$ cat src/include/cache_params.svh
`ifndef CACHE_PARAMS_SVH
`define CACHE_PARAMS_SVH

// Word and address sizes
`define CACHE_ADDR_W      32
`define CACHE_DATA_W      32

// Direct mapped geometry, one word per line
`define CACHE_LINES       8
`define CACHE_TAG_W       27
`define CACHE_INDEX_W     3
`define CACHE_OFFSET_W    2       // Byte offset, carried only

// Flush walk counter
// One bit wider than the index so the walk end is visible
`define CACHE_FLUSH_CNT_W (`CACHE_INDEX_W + 1)

`endif
$ cat src/source/cache_pkg.sv
`include "cache_params.svh"

package cache_pkg;

    // Address split, tag in the top bits
    typedef struct packed {
        logic [`CACHE_TAG_W-1:0]    tag;
        logic [`CACHE_INDEX_W-1:0]  index;
        logic [`CACHE_OFFSET_W-1:0] offset;
    } addr_t;

    typedef struct packed {
        addr_t                    addr;
        logic [`CACHE_DATA_W-1:0] wdata;
        logic                     write;    // 1 for a store
    } cpu_req_t;

    typedef struct packed {
        logic [`CACHE_DATA_W-1:0] rdata;
        logic                     hit;      // Served without memory traffic
    } cpu_resp_t;

    typedef struct packed {
        logic [`CACHE_ADDR_W-1:0] addr;
        logic [`CACHE_DATA_W-1:0] wdata;
        logic                     write;    // 0 for a refill read
    } mem_req_t;

    typedef struct packed {
        logic [`CACHE_DATA_W-1:0] data;
        logic [`CACHE_TAG_W-1:0]  tag;
        logic                     valid;
        logic                     dirty;
    } line_t;

    // Controller commands to the datapath
    typedef struct packed {
        logic cpu_write;        // Store word into indexed line
        logic fill;             // Load refill word and tag
        logic flush_active;     // Flush counter selects the line
        logic flush_step;       // Advance the walk
        logic clear_dirty;      // Written back line is dropped
    } dp_ctrl_t;

endpackage

$ cat src/source/cache_top.sv
`timescale 1ns/1ps

`include "cache_params.svh"

module cache_top (
    input  logic                     clk_i,
    input  logic                     rst_i,
    input  logic                     cpu_req_valid_i,
    output logic                     cpu_req_ready_o,
    input  cache_pkg::cpu_req_t      cpu_req_i,
    output logic                     cpu_resp_valid_o,
    output cache_pkg::cpu_resp_t     cpu_resp_o,
    input  logic                     flush_req_i,
    output logic                     flush_done_o,
    output logic                     mem_req_valid_o,
    input  logic                     mem_req_ready_i,
    output cache_pkg::mem_req_t      mem_req_o,
    input  logic                     mem_rvalid_i,
    input  logic [`CACHE_DATA_W-1:0] mem_rdata_i
);
    import cache_pkg::*;

    // Stage to controller
    logic     stg_valid;
    logic     stg_ready;
    cpu_req_t stg_req;

    // Controller and datapath
    dp_ctrl_t                 dp_ctrl;
    addr_t                    ctrl_addr;
    logic [`CACHE_DATA_W-1:0] ctrl_wdata;
    logic                     dp_hit;
    logic                     dp_dirty;
    addr_t                    dp_victim_addr;
    logic [`CACHE_DATA_W-1:0] dp_victim_data;
    logic                     dp_flush_last;

    cache_req_stage req_stage_i (
        .clk_i       (clk_i),
        .rst_i       (rst_i),
        .in_valid_i  (cpu_req_valid_i),
        .in_ready_o  (cpu_req_ready_o),
        .in_req_i    (cpu_req_i),
        .out_valid_o (stg_valid),
        .out_ready_i (stg_ready),
        .out_req_o   (stg_req)
    );

    cache_controller controller_i (
        .clk_i            (clk_i),
        .rst_i            (rst_i),
        .req_valid_i      (stg_valid),
        .req_ready_o      (stg_ready),
        .req_i            (stg_req),
        .flush_req_i      (flush_req_i),
        .flush_done_o     (flush_done_o),
        .hit_i            (dp_hit),
        .dirty_i          (dp_dirty),
        .victim_addr_i    (dp_victim_addr),
        .victim_data_i    (dp_victim_data),
        .flush_last_i     (dp_flush_last),
        .ctrl_o           (dp_ctrl),
        .addr_o           (ctrl_addr),
        .wdata_o          (ctrl_wdata),
        .cpu_resp_valid_o (cpu_resp_valid_o),
        .cpu_resp_o       (cpu_resp_o),
        .mem_req_valid_o  (mem_req_valid_o),
        .mem_req_ready_i  (mem_req_ready_i),
        .mem_req_o        (mem_req_o),
        .mem_rvalid_i     (mem_rvalid_i)
    );

    cache_datapath datapath_i (
        .clk_i         (clk_i),
        .rst_i         (rst_i),
        .ctrl_i        (dp_ctrl),
        .addr_i        (ctrl_addr),
        .wdata_i       (ctrl_wdata),
        .fill_data_i   (mem_rdata_i),       // Refill word straight from memory
        .hit_o         (dp_hit),
        .dirty_o       (dp_dirty),
        .rdata_o       (),                  // Response word comes with the victim data
        .victim_addr_o (dp_victim_addr),
        .victim_data_o (dp_victim_data),
        .flush_last_o  (dp_flush_last)
    );

endmodule

$ cat src/source/cache_datapath.sv
`timescale 1ns/1ps

`include "cache_params.svh"

module cache_datapath (
    input  logic                     clk_i,
    input  logic                     rst_i,
    input  cache_pkg::dp_ctrl_t      ctrl_i,
    input  cache_pkg::addr_t         addr_i,
    input  logic [`CACHE_DATA_W-1:0] wdata_i,
    input  logic [`CACHE_DATA_W-1:0] fill_data_i,
    output logic                     hit_o,
    output logic                     dirty_o,
    output logic [`CACHE_DATA_W-1:0] rdata_o,
    output cache_pkg::addr_t         victim_addr_o,
    output logic [`CACHE_DATA_W-1:0] victim_data_o,
    output logic                     flush_last_o
);
    import cache_pkg::*;

    line_t                         lines_q [`CACHE_LINES];
    logic [`CACHE_FLUSH_CNT_W-1:0] flush_cnt_q;    // Line under flush
    logic [`CACHE_INDEX_W-1:0]     sel_idx;
    line_t                         idx_line;       // Line of the request
    line_t                         sel_line;       // Request line or flush line

    assign sel_idx  = ctrl_i.flush_active ? flush_cnt_q[`CACHE_INDEX_W-1:0] : addr_i.index;
    assign idx_line = lines_q[addr_i.index];
    assign sel_line = lines_q[sel_idx];

    // Tag compare
    assign hit_o   = idx_line.valid && (idx_line.tag == addr_i.tag);
    assign rdata_o = idx_line.data;
    assign dirty_o = sel_line.dirty;

    // Word aligned write-back address rebuilt from the stored tag
    assign victim_addr_o.tag    = sel_line.tag;
    assign victim_addr_o.index  = sel_idx;
    assign victim_addr_o.offset = '0;
    assign victim_data_o        = sel_line.data;

    assign flush_last_o = (flush_cnt_q == `CACHE_FLUSH_CNT_W'(`CACHE_LINES - 1));

    // Store takes priority over refill and flush step
    always_ff @(posedge clk_i or negedge rst_i) begin
        if (!rst_i) begin
            for (int i = 0; i < `CACHE_LINES; i++) begin
                lines_q[i].valid <= 1'b0;
                lines_q[i].dirty <= 1'b0;
            end
        end else if (ctrl_i.cpu_write) begin
            lines_q[addr_i.index].data  <= wdata_i;
            lines_q[addr_i.index].valid <= 1'b1;
            lines_q[addr_i.index].dirty <= 1'b1;
        end else if (ctrl_i.fill) begin
            lines_q[addr_i.index].data  <= fill_data_i;
            lines_q[addr_i.index].tag   <= addr_i.tag;
            lines_q[addr_i.index].valid <= 1'b1;
            lines_q[addr_i.index].dirty <= 1'b0;
        end else if (ctrl_i.flush_step) begin
            // Dirty line drops only once written back
            if (!sel_line.dirty || ctrl_i.clear_dirty) begin
                lines_q[sel_idx].valid <= 1'b0;
                lines_q[sel_idx].dirty <= 1'b0;
            end
        end
    end

    // Flush walk parked at line 0 outside a flush
    always_ff @(posedge clk_i or negedge rst_i) begin
        if (!rst_i) begin
            flush_cnt_q <= '0;
        end else if (!ctrl_i.flush_active) begin
            flush_cnt_q <= '0;
        end else if (ctrl_i.flush_step) begin
            flush_cnt_q <= flush_cnt_q + 1'b1;
        end
    end

    // Controller must leave the flush at the last line
    assert property (@(posedge clk_i) disable iff (!rst_i)
        ctrl_i.flush_active |-> flush_cnt_q < `CACHE_FLUSH_CNT_W'(`CACHE_LINES));

endmodule

$ cat src/source/cache_controller.sv
`timescale 1ns/1ps

`include "cache_params.svh"

module cache_controller (
    input  logic                     clk_i,
    input  logic                     rst_i,
    input  logic                     req_valid_i,
    output logic                     req_ready_o,
    input  cache_pkg::cpu_req_t      req_i,
    input  logic                     flush_req_i,
    output logic                     flush_done_o,
    input  logic                     hit_i,
    input  logic                     dirty_i,
    input  cache_pkg::addr_t         victim_addr_i,
    input  logic [`CACHE_DATA_W-1:0] victim_data_i,
    input  logic                     flush_last_i,
    output cache_pkg::dp_ctrl_t      ctrl_o,
    output cache_pkg::addr_t         addr_o,
    output logic [`CACHE_DATA_W-1:0] wdata_o,
    output logic                     cpu_resp_valid_o,
    output cache_pkg::cpu_resp_t     cpu_resp_o,
    output logic                     mem_req_valid_o,
    input  logic                     mem_req_ready_i,
    output cache_pkg::mem_req_t      mem_req_o,
    input  logic                     mem_rvalid_i
);
    import cache_pkg::*;

    typedef enum logic [2:0] {
        ST_IDLE,
        ST_LOOKUP,
        ST_WRITEBACK,
        ST_REFILL_REQ,
        ST_REFILL_WAIT,
        ST_FLUSH
    } state_t;

    state_t   state_q;
    cpu_req_t req_q;        // Request in service
    logic     missed_q;     // Lookup went to memory
    logic     req_fire;

    assign req_ready_o = (state_q == ST_IDLE) && !flush_req_i;     // Flush wins
    assign req_fire    = req_valid_i && req_ready_o;

    always_ff @(posedge clk_i or negedge rst_i) begin
        if (!rst_i) begin
            state_q  <= ST_IDLE;
            missed_q <= 1'b0;
        end else begin
            case (state_q)
                ST_IDLE: begin
                    if (flush_req_i) begin
                        state_q <= ST_FLUSH;
                    end else if (req_valid_i) begin
                        state_q  <= ST_LOOKUP;
                        missed_q <= 1'b0;
                    end
                end
                ST_LOOKUP: begin
                    if (hit_i) begin
                        state_q <= ST_IDLE;             // Response goes out now
                    end else begin
                        missed_q <= 1'b1;
                        state_q  <= dirty_i ? ST_WRITEBACK : ST_REFILL_REQ;
                    end
                end
                ST_WRITEBACK:   if (mem_req_ready_i) state_q <= ST_REFILL_REQ;
                ST_REFILL_REQ:  if (mem_req_ready_i) state_q <= ST_REFILL_WAIT;
                ST_REFILL_WAIT: if (mem_rvalid_i) state_q <= ST_LOOKUP;   // Retry as hit
                ST_FLUSH:       if (flush_done_o) state_q <= ST_IDLE;
                default:        state_q <= ST_IDLE;
            endcase
        end
    end

    always_ff @(posedge clk_i) begin
        if (req_fire) begin
            req_q <= req_i;
        end
    end

    always_comb begin
        ctrl_o              = '0;
        ctrl_o.cpu_write    = (state_q == ST_LOOKUP) && hit_i && req_q.write;
        ctrl_o.fill         = (state_q == ST_REFILL_WAIT) && mem_rvalid_i;
        ctrl_o.flush_active = (state_q == ST_FLUSH);
        // Clean line steps at once and dirty line after its write
        ctrl_o.flush_step   = (state_q == ST_FLUSH) && (!dirty_i || mem_req_ready_i);
        ctrl_o.clear_dirty  = (state_q == ST_FLUSH) && dirty_i && mem_req_ready_i;
    end

    assign addr_o       = req_q.addr;
    assign wdata_o      = req_q.wdata;
    assign flush_done_o = ctrl_o.flush_step && flush_last_i;

    assign cpu_resp_valid_o = (state_q == ST_LOOKUP) && hit_i;
    assign cpu_resp_o.rdata = victim_data_i;    // Indexed word outside a flush
    assign cpu_resp_o.hit   = !missed_q;

    assign mem_req_valid_o = (state_q == ST_WRITEBACK) || (state_q == ST_REFILL_REQ)
                          || ((state_q == ST_FLUSH) && dirty_i);
    assign mem_req_o.addr  = (state_q == ST_REFILL_REQ) ? req_q.addr : victim_addr_i;
    assign mem_req_o.wdata = victim_data_i;
    assign mem_req_o.write = (state_q != ST_REFILL_REQ);

    // Memory request held until taken
    assert property (@(posedge clk_i) disable iff (!rst_i)
        mem_req_valid_o && !mem_req_ready_i |=> mem_req_valid_o && $stable(mem_req_o));

endmodule

$ cat src/source/cache_req_stage.sv
`timescale 1ns/1ps

module cache_req_stage (
    input  logic                clk_i,
    input  logic                rst_i,
    input  logic                in_valid_i,
    output logic                in_ready_o,
    input  cache_pkg::cpu_req_t in_req_i,
    output logic                out_valid_o,
    input  logic                out_ready_i,
    output cache_pkg::cpu_req_t out_req_o
);
    import cache_pkg::*;

    cpu_req_t req_q;        // Held request
    logic     valid_q;
    logic     in_fire;

    // Empty, or the entry leaves this cycle
    assign in_ready_o = !valid_q || out_ready_i;
    assign in_fire    = in_valid_i && in_ready_o;

    always_ff @(posedge clk_i or negedge rst_i) begin
        if (!rst_i) begin
            valid_q <= 1'b0;
        end else if (in_fire) begin
            valid_q <= 1'b1;            // New entry, maybe replacing a leaving one
        end else if (out_ready_i) begin
            valid_q <= 1'b0;            // Drained
        end
    end

    always_ff @(posedge clk_i) begin
        if (in_fire) begin
            req_q <= in_req_i;
        end
    end

    assign out_valid_o = valid_q;
    assign out_req_o   = req_q;

    // A stalled entry stays put
    assert property (@(posedge clk_i) disable iff (!rst_i)
        out_valid_o && !out_ready_i |=> out_valid_o && $stable(out_req_o));

endmodule

$ cat config.mk
export PLATFORM = sky130hd
export DESIGN_NAME = cache_top
export DESIGN_NICKNAME = d
export VERILOG_FILES = /design/src/source/cache_pkg.sv /design/src/source/cache_top.sv /design/src/source/cache_datapath.sv /design/src/source/cache_controller.sv /design/src/source/cache_req_stage.sv
export VERILOG_INCLUDE_DIRS = /design/src /design/src/include
export SDC_FILE = /design/constraint.sdc
export NUM_CORES = 1
export LEC_CHECK = 0
export BUFFER_PORTS_ARGS = -buffer_cell sky130_fd_sc_hd__buf_4
export CAP_MARGIN = 20
export CORE_MARGIN = 2
export CORE_UTILIZATION = 50
export CTS_BUF_LIST = sky130_fd_sc_hd__clkbuf_8
export CTS_CLUSTER_SIZE = 25
export DETAILED_ROUTE_END_ITERATION = 8
export GPL_TIMING_DRIVEN = 1
export PLACE_DENSITY = 0.65
export SLEW_MARGIN = 10
export SYNTH_ARGS = -nofsm -noshare
export SYNTH_HDL_FRONTEND = slang
export SYNTH_HIERARCHICAL = 1
export SYNTH_SLANG_ARGS = --single-unit
$ cat constraint.sdc
create_clock -name clk_i -period 6.1 [get_ports clk_i]
set_input_delay 0.305 -clock clk_i [delete_from_list [all_inputs] [get_ports clk_i]]
set_output_delay 0.305 -clock clk_i [all_outputs]
set_load 0.005 [all_outputs]
After elaboration in Yosys (flattened, before gate mapping)
Index checks and enable logic that the tools add are counted.

$add $sub $neg: 1. Magnitude comparators: 4. Equal/unequal tests: 17. Muxes and demuxes: 50. Bitwise operators: 2. Reduce and logical (&&, ||, !) cells: 31.

Operators with widths (count): bitwise mux 488 bit (9); two-way mux 488 bit (4); demux 61 bit (select 3 bit) (6); binary-select mux 61 bit (select 3 bit) (2); two-way mux 61 bit (3); two-way mux 29 bit (3); two-way mux 32 bit (1); == test 27 bit (1); two-way mux 3 bit (8); case mux 3 bit (6 select lines) (1); != test 2 bit, second input constant (8); logical AND 1 bit (13); >= comparator 4 bit, second input constant (2); less-than comparator 4 x 1 -> 1 bit, second input constant (2); two-way mux 1 bit (8); two-way mux 4 bit (2); NOT 3 -> 4 bit (2); == test 3 x 2 -> 1 bit, second input constant (2); == test 3 bit, second input constant (2); nonzero test 3 bit (2); logical OR 1 bit (5); AND reduction 5 bit (1); adder 4 x 1 -> 4 bit, second input constant (1); == test 4 x 3 -> 1 bit, second input constant (1); 11 further kinds (16).

Bits in registers: 627. Input bits: 103. Output and inout port bits: 102. Word-level logic and storage cells: 151.

Longest topological paths before layout
Depth after elaboration: 13. Gate-level depth with buffers: 22.

Modules after synthesis
The synthesis kept the hierarchy.

By module, submodules not included: cache_datapath (times used 1, cells each 2030, area an instance 23890.4 um2, sequential area each 14674.1 um2); cache_controller (times used 1, cells each 271, area an instance 3651.0 um2, sequential area each 2052.0 um2); cache_req_stage (times used 1, cells each 69, area an instance 2005.7 um2, sequential area each 1976.9 um2).

Least setup slack after synthesis
Ideal clock, no wire load.

Path kind: reg2reg. Start: reg controller_i.req_q (netlist bit controller_i/addr_o[2]). End: reg datapath_i/lines_q[100] (netlist name) (enable). Arrival time: 4.881 ns. Required time: 5.679 ns. Path slack: 0.798 ns. Cell stages (with the launch flop): 18. Path buffers: 5. Period minus slack after synthesis: 5.302 ns. Cell sequence: edfxtp_1 > buf_4 > buf_6 > buf_6 > mux2_4 > a221o_1 > a222oi_1 > xnor2_1 > nor4_2 > nand4_1 > nor4_2 > inv_1 > nor3_1 > and2_1 > clkbuf_1 > clkbuf_1 > o21ai_1 > nor2_1.

RTL lines: start: declaration (RTL line cache_controller.sv:40) `cpu_req_t req_q;`; start signal: assignment (RTL line cache_controller.sv:80) `req_q <= req_i;`; end: declaration (RTL line cache_datapath.sv:21) `` line_t lines_q [`CACHE_LINES]; ``.

==> impl_metrics.tcl <==
set metrics [dict create \
    finalNetCount 2432 \
    die_w_um 241 \
    core-area_um2 55300 \
    gr-total-overflow 0 \
    max_freq_mhz 186 \
    grt_pass1_vias 19656 \
    cts_tree "done" \
    n_antenna_cell 0 \
    reg2reg_from "controller_i/addr_o[3]" \
    tns_ps 0 \
    yosysWarnings 6 \
    final_util 0.584 \
    cts.sinks 627 \
    fp-row-count 86 \
    cts.path.max_buffers 3 \
    syn_area_um2 28100 \
    placedInstanceArea_um2 29700 \
    dpl_worst_slack_ps 991 \
    antenna_found_initial 0 \
    remaining_drc_errors 0 \
    dr.pass1.iters 5 \
    end_kind "flip-flop" \
    min_period_ps 5370 \
    final_common_cell "edfxtp_1" \
    drt_iter0_markers 3069 \
    ant_nets 0 \
    maxCapViolCount 0 \
    worst_slew_pin_slew_ps 1070 \
    die_h_um 241 \
    cp_slowest_cell "nor2_1" \
    r2r_cells 15 \
    status "finished, final reports clean" \
    area_growth_pct 14.9 \
    cts.htree.levels 3 \
    grt_use_total 0.301 \
    drive_gt1_frac 0.218 \
    path_buf_inv 3 \
    final_cell_mix "602 x edfxtp_1, 461 x nor2_1, 277 x buf_4, 194 x a22oi_1, 109 x clkbuf_8" \
    startpoint_type "flip-flop" \
    dp_hpwl_um 49300 \
    synth_cells 2181 \
    numCtsBuffers 102 \
    grt_max_degree 66 \
    fin_crit_sh 0.880 \
    wl_per_cell_um 27.6 \
    crit_type "reg -> reg" \
    critPathTopFamily "simple AND/OR/NAND/NOR gates" \
    dieArea_um2 58100 \
    slew_violations 0 \
    vias_per_cell 6.29 \
    hp-class "in -> async" \
    setup_ws_ps 733 \
    crit_chain "buf_4 > nor2_1 > o2bb2ai_1 > a211oi_1 > xnor2_1 > nor4_2 > nand4_1 > nor4_2 > inv_1 > nor3_1 > and2_2 > nor2b_4 > buf_12 > a22oi_1 > nor2_1" \
    cp_max_fo 56 \
    slew_headroom 0.287 \
    ios 205 \
    io_buffer_count 204 \
    r2r_slack_ps 730 \
    cts-root-buf "clkbuf_8" \
    finalSetupViolations 0 \
    gp_congestion 0.913 \
    wl_um 87300 \
    final_area_um2 32300 \
    initial_utilization 0.508 \
    grt_pass1_wl_um 127000 \
    cts.repair.resized 0 \
    clock_latency_ps 730 \
    ir_drop_v 0.000158 \
    grt_setup_unrepaired "no" \
    critical_path_required_ps 6530 \
    power_mw 11.4 \
    syn_area_per_cell_um2 12.9 \
    vias 19858 \
    crit_start "controller_i/addr_o[3]" \
    leakage_nw 9.95 \
    p_per_area_nw_per_um2 353 \
    r2r-end "datapath_i/lines_q[347]" \
    cp.arrival_ps 5800 \
    finalHoldViolCount 0 \
    cts.clk_slew.worst_paths_ps 60 \
    cp_slowest_stage_delay_ps 750 \
    fin_worst_skew_ps 30.1 \
]
[worst max path at each step]
stage,to,slack [ps],depth (start not counted)
6_report,datapath_i/lines_q[347],730,15
5_1_grt,datapath_i/lines_q[164],630,16
4_1_cts,datapath_i/lines_q[408],960,15
3_5_place_dp,datapath_i/lines_q[347],990,15
3_3_place_gp,datapath_i/lines_q[347],1040,15
2_1_floorplan,datapath_i/lines_q[100],800,17
[sequential cells by signal, indices dropped and copies added (netlist names)]
| name | count |
|---|---|
| controller_i/req_q | 1 |
| req_stage_i/out_req_o | 65 |
| datapath_i/lines_q | 488 |
| controller_i/addr_o | 32 |
| controller_i/state_q | 3 |
| controller_i/wdata_o | 32 |
| req_stage_i/out_valid_o | 1 |
| controller_i/missed_q | 1 |
| datapath_i/flush_cnt_q | 4 |
[layer usage]
layer  up-vias  track usage  part of all wire
li1       8360            -                 -
met1      9804        0.415              0.38
met2      1460        0.461              0.46
met3       234       0.0758              0.13
met4         0        0.118             0.033
met5         -            0                 0
[repair_timing]
action,CTS,global route
endpoints found under the hold margin,93,0
buffers inserted,0,0
hold buffers,71,0
[report_power, final]
part	switching [mW]	internal, mW
Combinational	1.70	1.29
Sequential	0.142	4.90
Clock	1.67	1.68
Total	3.51	7.88
[stage by stage]
step | hold slack (ps) | cells
3_3_place_gp | 239 | 2900
2_1_floorplan | 9.41 | 2182
4_1_cts | 14.1 | 3158
6_report | 28.8 | 3159
5_1_grt | 56.2 | 3159
3_5_place_dp | 239 | 2900
[final cells by class]
class,count,area (um2)
fillers,4510,23000
flip-flops and latches,627,18700
multi-input cells,1223,7730
repair buffers,359,3010
clock buffers,109,1500
well taps,748,936
clock inverters,78,353
inverters,15,56.3
Power figures use the tool's default switching activity.
